--- config.mk ---
export PLATFORM = sky130hd
export DESIGN_NAME = fetch_top
export DESIGN_NICKNAME = d
export VERILOG_FILES = /design/src/design/fetch_pkg.sv /design/src/design/fetch_ctrl.sv /design/src/design/icache_store.sv /design/src/design/refill_port.sv /design/src/design/fetch_top.sv
export SDC_FILE = /design/constraint.sdc
export NUM_CORES = 2
export LEC_CHECK = 0
export BUFFER_PORTS_ARGS = -buffer_cell sky130_fd_sc_hd__buf_2
export CORE_MARGIN = 2
export CORE_UTILIZATION = 55
export CTS_BUF_LIST = sky130_fd_sc_hd__clkbuf_2
export CTS_CLUSTER_DIAMETER = 150
export CTS_CLUSTER_SIZE = 10
export DETAILED_ROUTE_END_ITERATION = 10
export PLACE_DENSITY = 0.72
export SETUP_SLACK_MARGIN = 0.3
export SLEW_MARGIN = 25
export SYNTH_ARGS = -nofsm -noshare
export SYNTH_HDL_FRONTEND = slang
export SYNTH_HIERARCHICAL = 1
export SYNTH_SLANG_ARGS = --single-unit
--- constraint.sdc ---
create_clock -name clk -period 20.4 [get_ports clk]
set_input_delay 4.08 -clock clk [delete_from_list [all_inputs] [get_ports clk]]
set_output_delay 4.08 -clock clk [all_outputs]
set_load 0.02 [all_outputs]
--- src/design/fetch_pkg.sv ---
// fetch stage shared definitions
// address, instruction and line types, the fixed cache geometry and the
// structs passed between fetch control, cache store and refill port
package fetch_pkg;

    // basic widths
    localparam int ADDR_W     = 64;
    localparam int INSTR_W    = 32;
    localparam int LINE_W     = 128;
    localparam int INDEX_W    = 4;
    localparam int WORD_SEL_W = 2;

    // field positions inside a byte address
    localparam int WORD_LSB  = 2;
    localparam int INDEX_LSB = 4;
    localparam int TAG_LSB   = 8;
    localparam int TAG_W     = ADDR_W - TAG_LSB;

    // direct mapped, one line per index
    localparam int LINE_COUNT = 16;

    localparam logic [ADDR_W-1:0] RESET_PC = 64'h8000_0000;

    typedef logic [ADDR_W-1:0]     addr_t;
    typedef logic [INSTR_W-1:0]    instr_t;
    // four instructions, word 0 in the low bits
    typedef logic [LINE_W-1:0]     line_t;
    typedef logic [INDEX_W-1:0]    index_t;
    typedef logic [TAG_W-1:0]      tag_t;
    typedef logic [WORD_SEL_W-1:0] word_sel_t;

    typedef struct packed {
        logic   hit;
        instr_t instr;
    } lookup_rsp_t;

    // line_addr always has the low four bits cleared
    typedef struct packed {
        logic  start;
        addr_t line_addr;
    } refill_req_t;

    typedef struct packed {
        logic  done;
        addr_t line_addr;
        line_t line;
    } refill_rsp_t;

    typedef struct packed {
        addr_t  pc;
        instr_t instr;
    } fetch_out_t;

    typedef enum logic [1:0] {S_START, S_LOOKUP, S_REFILL, S_HOLD} fetch_state_t;

endpackage

--- src/design/fetch_ctrl.sv ---
`timescale 1ns/10ps
// fetch control
// owns the program counter and the fetch FSM, runs the cache lookup,
// asks the refill port for a line on a miss and holds the instruction
// until the decode side takes it
module fetch_ctrl
    import fetch_pkg::*;
(
    input  logic        clk,
    input  logic        rst,
    // decode side
    input  logic        take,
    input  addr_t       next_pc,
    input  logic        flush,
    // cache store and refill port
    input  lookup_rsp_t lookup,
    input  refill_rsp_t refill_rsp,
    output addr_t       pc,
    output refill_req_t refill_req,
    // status and result
    output logic        instr_valid,
    output logic        busy,
    output fetch_out_t  fetch,
    output logic        cache_flush
);

    fetch_state_t state_q;
    fetch_state_t state_d;
    addr_t        pc_q;
    instr_t       instr_q;
    logic         flush_q;
    logic         hit_now;
    logic         miss_now;
    logic         take_now;

    // lookup result only counts in S_LOOKUP
    assign hit_now  = (state_q == S_LOOKUP) && lookup.hit;
    assign miss_now = (state_q == S_LOOKUP) && !lookup.hit;
    // take is ignored unless an instruction is held
    assign take_now = (state_q == S_HOLD) && take;

    always_comb begin
        state_d = state_q;
        case (state_q)
            S_START: begin
                // first lookup of the reset pc
                state_d = S_LOOKUP;
            end
            S_LOOKUP: begin
                if (lookup.hit) begin
                    state_d = S_HOLD;
                end else begin
                    state_d = S_REFILL;
                end
            end
            S_REFILL: begin
                // line is written on done, so the next lookup hits
                if (refill_rsp.done) begin
                    state_d = S_LOOKUP;
                end
            end
            S_HOLD: begin
                if (take) begin
                    state_d = S_LOOKUP;
                end
            end
            default: begin
                state_d = S_START;
            end
        endcase
    end

    always_ff @(posedge clk) begin
        if (rst) begin
            state_q <= S_START;
        end else begin
            state_q <= state_d;
        end
    end

    // program counter, redirect or sequential pc comes from decode
    always_ff @(posedge clk) begin
        if (rst) begin
            pc_q <= RESET_PC;
        end else if (take_now) begin
            pc_q <= next_pc;
        end
    end

    // held instruction
    always_ff @(posedge clk) begin
        if (hit_now) begin
            instr_q <= lookup.instr;
        end
    end

    // fence.i invalidate, one cycle late toward the cache
    always_ff @(posedge clk) begin
        if (rst) begin
            flush_q <= 1'b0;
        end else begin
            flush_q <= flush;
        end
    end

    assign pc          = pc_q;
    assign cache_flush = flush_q;

    // one cycle start pulse, state leaves S_LOOKUP on the same edge
    always_comb begin
        refill_req.start     = miss_now;
        refill_req.line_addr = {pc_q[ADDR_W-1:INDEX_LSB], {INDEX_LSB{1'b0}}};
    end

    // S_START counts as neither busy nor valid
    assign instr_valid = (state_q == S_HOLD);
    assign busy        = (state_q == S_LOOKUP) || (state_q == S_REFILL);

    always_comb begin
        fetch.pc    = pc_q;
        fetch.instr = instr_q;
    end

endmodule

--- src/design/icache_store.sv ---
`timescale 1ns/10ps
// instruction cache store
// direct mapped tag, valid and line arrays with a combinational lookup,
// line write on refill completion and whole-cache invalidate
module icache_store
    import fetch_pkg::*;
(
    input  logic        clk,
    input  logic        rst,
    // lookup address from fetch control
    input  addr_t       pc,
    // completed refill from the refill port
    input  refill_rsp_t refill_rsp,
    input  logic        cache_flush,
    output lookup_rsp_t lookup
);

    // per line state
    logic [LINE_COUNT-1:0] valid_q;
    tag_t                  tag_mem  [LINE_COUNT];
    line_t                 line_mem [LINE_COUNT];

    // lookup side fields
    index_t    rd_index;
    tag_t      rd_tag;
    word_sel_t rd_word;
    line_t     rd_line;
    logic      tag_match;

    // refill side fields
    index_t    wr_index;
    tag_t      wr_tag;

    assign rd_index = pc[INDEX_LSB +: INDEX_W];
    assign rd_tag   = pc[TAG_LSB +: TAG_W];
    assign rd_word  = pc[WORD_LSB +: WORD_SEL_W];

    assign wr_index = refill_rsp.line_addr[INDEX_LSB +: INDEX_W];
    assign wr_tag   = refill_rsp.line_addr[TAG_LSB +: TAG_W];

    // read port
    assign rd_line   = line_mem[rd_index];
    assign tag_match = (tag_mem[rd_index] == rd_tag);

    always_comb begin
        // a pending invalidate forces a miss so a lookup in the same
        // cycle cannot return a stale line
        lookup.hit   = valid_q[rd_index] && tag_match && !cache_flush;
        // word 0 sits in the low 32 bits
        lookup.instr = rd_line[rd_word*INSTR_W +: INSTR_W];
    end

    // valid bits
    always_ff @(posedge clk) begin
        if (rst || cache_flush) begin
            valid_q <= '0;
        end else if (refill_rsp.done) begin
            valid_q[wr_index] <= 1'b1;
        end
    end

    // tag and data arrays, written only on a finished refill
    always_ff @(posedge clk) begin
        if (refill_rsp.done) begin
            tag_mem[wr_index]  <= wr_tag;
            line_mem[wr_index] <= refill_rsp.line;
        end
    end

endmodule

--- src/design/refill_port.sv ---
`timescale 1ns/10ps
// refill port
// four-phase req/ack master toward memory, fetches one aligned line per
// request and reports done only once ack has been released
module refill_port
    import fetch_pkg::*;
(
    input  logic        clk,
    input  logic        rst,
    // fetch control side
    input  refill_req_t refill_req,
    output refill_rsp_t refill_rsp,
    // memory side
    output logic        mem_req,
    output addr_t       mem_addr,
    input  logic        mem_ack,
    input  line_t       mem_rdata
);

    // handshake phases
    typedef enum logic [1:0] {
        P_IDLE,
        P_REQUEST,
        P_RELEASE,
        P_DONE
    } phase_t;

    phase_t phase_q;
    phase_t phase_d;
    addr_t  addr_q;
    line_t  line_q;
    logic   capture;

    // rdata is valid while ack is high, take it on the first ack cycle
    assign capture = (phase_q == P_REQUEST) && mem_ack;

    always_comb begin
        phase_d = phase_q;
        case (phase_q)
            P_IDLE: begin
                if (refill_req.start) begin
                    phase_d = P_REQUEST;
                end
            end
            P_REQUEST: begin
                if (mem_ack) begin
                    phase_d = P_RELEASE;
                end
            end
            P_RELEASE: begin
                // req already low, wait for memory to drop ack
                if (!mem_ack) begin
                    phase_d = P_DONE;
                end
            end
            P_DONE: begin
                phase_d = P_IDLE;
            end
            default: begin
                phase_d = P_IDLE;
            end
        endcase
    end

    always_ff @(posedge clk) begin
        if (rst) begin
            phase_q <= P_IDLE;
        end else begin
            phase_q <= phase_d;
        end
    end

    // address held for the whole transfer
    always_ff @(posedge clk) begin
        if ((phase_q == P_IDLE) && refill_req.start) begin
            addr_q <= refill_req.line_addr;
        end
    end

    always_ff @(posedge clk) begin
        if (capture) begin
            line_q <= mem_rdata;
        end
    end

    assign mem_req  = (phase_q == P_REQUEST);
    assign mem_addr = addr_q;

    // done is a single cycle pulse
    always_comb begin
        refill_rsp.done      = (phase_q == P_DONE);
        refill_rsp.line_addr = addr_q;
        refill_rsp.line      = line_q;
    end

endmodule

--- src/design/fetch_top.sv ---
`timescale 1ns/10ps
// instruction fetch stage top
// connects fetch control to the cache store and the memory refill port
module fetch_top
    import fetch_pkg::*;
(
    input  logic       clk,
    input  logic       rst,
    // decode side
    input  logic       take,
    input  addr_t      next_pc,
    input  logic       flush,
    output logic       instr_valid,
    output logic       busy,
    output fetch_out_t fetch,
    // memory side
    output logic       mem_req,
    output addr_t      mem_addr,
    input  logic       mem_ack,
    input  line_t      mem_rdata
);

    addr_t       pc;
    lookup_rsp_t lookup;
    refill_req_t refill_req;
    refill_rsp_t refill_rsp;
    logic        cache_flush;

    fetch_ctrl u_ctrl (
        .clk         (clk),
        .rst         (rst),
        .take        (take),
        .next_pc     (next_pc),
        .flush       (flush),
        .lookup      (lookup),
        .refill_rsp  (refill_rsp),
        .pc          (pc),
        .refill_req  (refill_req),
        .instr_valid (instr_valid),
        .busy        (busy),
        .fetch       (fetch),
        .cache_flush (cache_flush)
    );

    icache_store u_store (
        .clk         (clk),
        .rst         (rst),
        .pc          (pc),
        .refill_rsp  (refill_rsp),
        .cache_flush (cache_flush),
        .lookup      (lookup)
    );

    // one outstanding line refill at a time
    refill_port u_refill (
        .clk        (clk),
        .rst        (rst),
        .refill_req (refill_req),
        .refill_rsp (refill_rsp),
        .mem_req    (mem_req),
        .mem_addr   (mem_addr),
        .mem_ack    (mem_ack),
        .mem_rdata  (mem_rdata)
    );

endmodule

==> flow_metrics.env <==
export IMPL_final_hold_violation_count=0
export IMPL_slew_violations=0
export IMPL_final_cells=8796
export IMPL_yosys_warnings=6
export IMPL_leakagePower_nw=39.3
export IMPL_dp_hpwl_um=152000
export IMPL_drtPass1Iterations=6
export IMPL_finalCritPeriodShare_pct=35.8
export IMPL_crit_family="flip-flops"
export IMPL_place_inst=8321
export IMPL_cts_tree="yes"
export IMPL_grt_setup_unrepaired="false"
export IMPL_critPathMaxFanout=39
export IMPL_p_per_area_nw_per_um2=83.9
export IMPL_io_pin_count=360
export IMPL_synth_area_um2=124000
export IMPL_power_switching_w=0.00254
export IMPL_swShare_pct=23.2
export IMPL_drc_errors=0
export IMPL_gp_congestion=0.848
export IMPL_antenna_found_initial=35
export IMPL_fmax_mhz=137
export IMPL_p_seq_share_pct=72.2
export IMPL_clk_pin_slew_ps=180
export IMPL_crit_chain="buf_2"
export IMPL_fin_ws_ps=13100
export IMPL_routed_via_count=57191
export IMPL_cts_root_buffer="clkbuf_2"
export IMPL_ff2ff_path_depth=13
export IMPL_portBuffers=359
export IMPL_crit_cells=1
export IMPL_clockBufferDepth=4
export IMPL_wl_um=286000
export IMPL_final_min_clock_period_ps=7300
export IMPL_wl_per_cell_um=32.5
export IMPL_slowest_delay_ps=1000
export IMPL_min_path_cells=2
export IMPL_htree_levels=5
export IMPL_final_util_pct=58.1
export IMPL_nNetsFinal=5914
export IMPL_cts_resized=0
export IMPL_finClkSkew_ps=125
export IMPL_internal_power_w=0.00840
export IMPL_hold_buffers=0
export IMPL_pwr_share_clk_pct=23.6
export IMPL_syn_mean_instance_area_um2=23.4
export IMPL_grt_max_degree=150
export IMPL_ant_nets=0
export IMPL_grt_remaining_overflow=0
export IMPL_grt_pass1_wl_um=409000
export IMPL_status="finished, final reports clean"
export IMPL_path_buf_inv=1
export IMPL_setup_viol=0
export IMPL_drtIter0Drc=7015
export IMPL_crit_path_end_kind="output pin"
export IMPL_cp_required_ps=16320
export IMPL_grt_use_total_pct=24.9
export IMPL_drv_cap=0
export IMPL_drive_above_1_share_pct=32.4
export IMPL_worstMarginPinSlew_ps=1320
export IMPL_syn2layout_area_growth_pct=5.15
export IMPL_crit_arrival_ps=3220
export IMPL_clk_latency_ps=1950
export IMPL_dpl_worst_slack_ps=13110
export IMPL_cpMaxStageDelayCell="dfxtp_4"
export IMPL_clock_sinks=3253
export IMPL_cts_buffers=375
export IMPL_min_path_type="register to register"
export IMPL_cts_setup_buffers=0
export IMPL_syn_instance_count=5306
export IMPL_start_kind="register"
export IMPL_die_y_um=479
export IMPL_die_area_um2=229000
export IMPL_relSlewSlack_pct=12.3
export IMPL_core_um2=224000
export IMPL_fin_setup_tns_ps=0
export IMPL_worstSetupPathType="register to output pin"
export IMPL_start_util_pct=55.3
export IMPL_grt_pass1_vias=57607
export IMPL_vdd_drop_max_mv=0.0749
export IMPL_comb_power_share_pct=4.2
export IMPL_die_w_um=479
export IMPL_rows=174
export IMPL_viasPerCell=6.50
-- worst min-delay path, stage by stage, from the launching register on --
cell and delay [ps]:
dfxtp_1 350, nand2_1 50, a21oi_1 50
-- metrics by stage --
stage | area (um2) | hold WS [ps] | total power, W
floorplan | 124000 | 435 | 0.00826
global placement | 128000 | 439 | 0.00848
detailed placement | 128000 | 452 | 0.00851
CTS | 130000 | 475 | 0.0110
global route | 130000 | 489 | 0.0113
finish | 130000 | 473 | 0.0109
-- flip-flops by register name, summed over array words and instances (netlist names) --
name	count
u_ctrl/cache_flush	1
u_ctrl/instr_q	32
u_ctrl/pc	64
u_ctrl/state_q	2
u_refill/line_q	128
u_refill/mem_addr	64
u_refill/phase_q	2
u_store/line_mem	2048
u_store/tag_mem	896
u_store/valid_q	16
-- worst paths after layout --
kind / to / slack (ps) / from
worst max-delay path: fetch[34] / 13100 / u_ctrl/pc[2]
worst min-delay path: u_ctrl/pc[1] / 470 / u_ctrl/pc[1]
worst max register to register: u_ctrl/instr_q[20] / 13260 / u_ctrl/pc[4]
worst min register to register: u_ctrl/pc[1] / 470 / u_ctrl/pc[1]
-- cells in the final DEF (no fill, tap or decap), types with 10 or more instances in the layout --
cell type and count:
a22oi_1 30, o21ai_0 24, a221oi_1 18, buf_12 18, xnor2_1 24, diode_2 11
nand2b_1 13, clkbuf_2 455, buf_4 81, xor2_1 23, dfxtp_1 79, mux4_2 850
nor2_1 34, o21a_1 16, nand2_2 12, buf_2 358, mux2i_1 123, edfxtp_1 3168
nor2b_1 15, nand2_1 170, a21oi_1 41, a21oi_2 44, o22ai_1 10, a22o_1 10
inv_1 12, nor2_4 12, a211oi_1 10
-- metal layers --
metal | GRT usage, % | vias up | routed length (um) | part of all wire [%]
li1 | - | 22939 | - | -
met1 | 36.8 | 30749 | 115000 | 40
met2 | 38.9 | 3033 | 138000 | 48
met3 | 4.90 | 440 | 26800 | 9.4
met4 | 6.42 | 30 | 6410 | 2.2
met5 | 0 | - | 197 | 0.069
-- power groups by stage --
stage	Clock (W)	Combinational, W	Sequential [W]
floorplan	0	0.000338	0.00792
global placement	0	0.000460	0.00802
detailed placement	0	0.000464	0.00804
CTS	0.00267	0.000465	0.00789
global route	0.00291	0.000486	0.00793
finish	0.00258	0.000463	0.00789
-- layout make-up --
cell class                 count  area, um2
timing repair buffer         466       2930
clock buffer                 455       2280
antenna                       11       27.5
multi-input combinational   1599      24500
inverter                      14       55.1
sequential                  3253      96900
fill                       15801      94000
clock inverter                 6       80.1
tap                         2992       3740
Note: power is estimated with default switching activity, not from simulation.
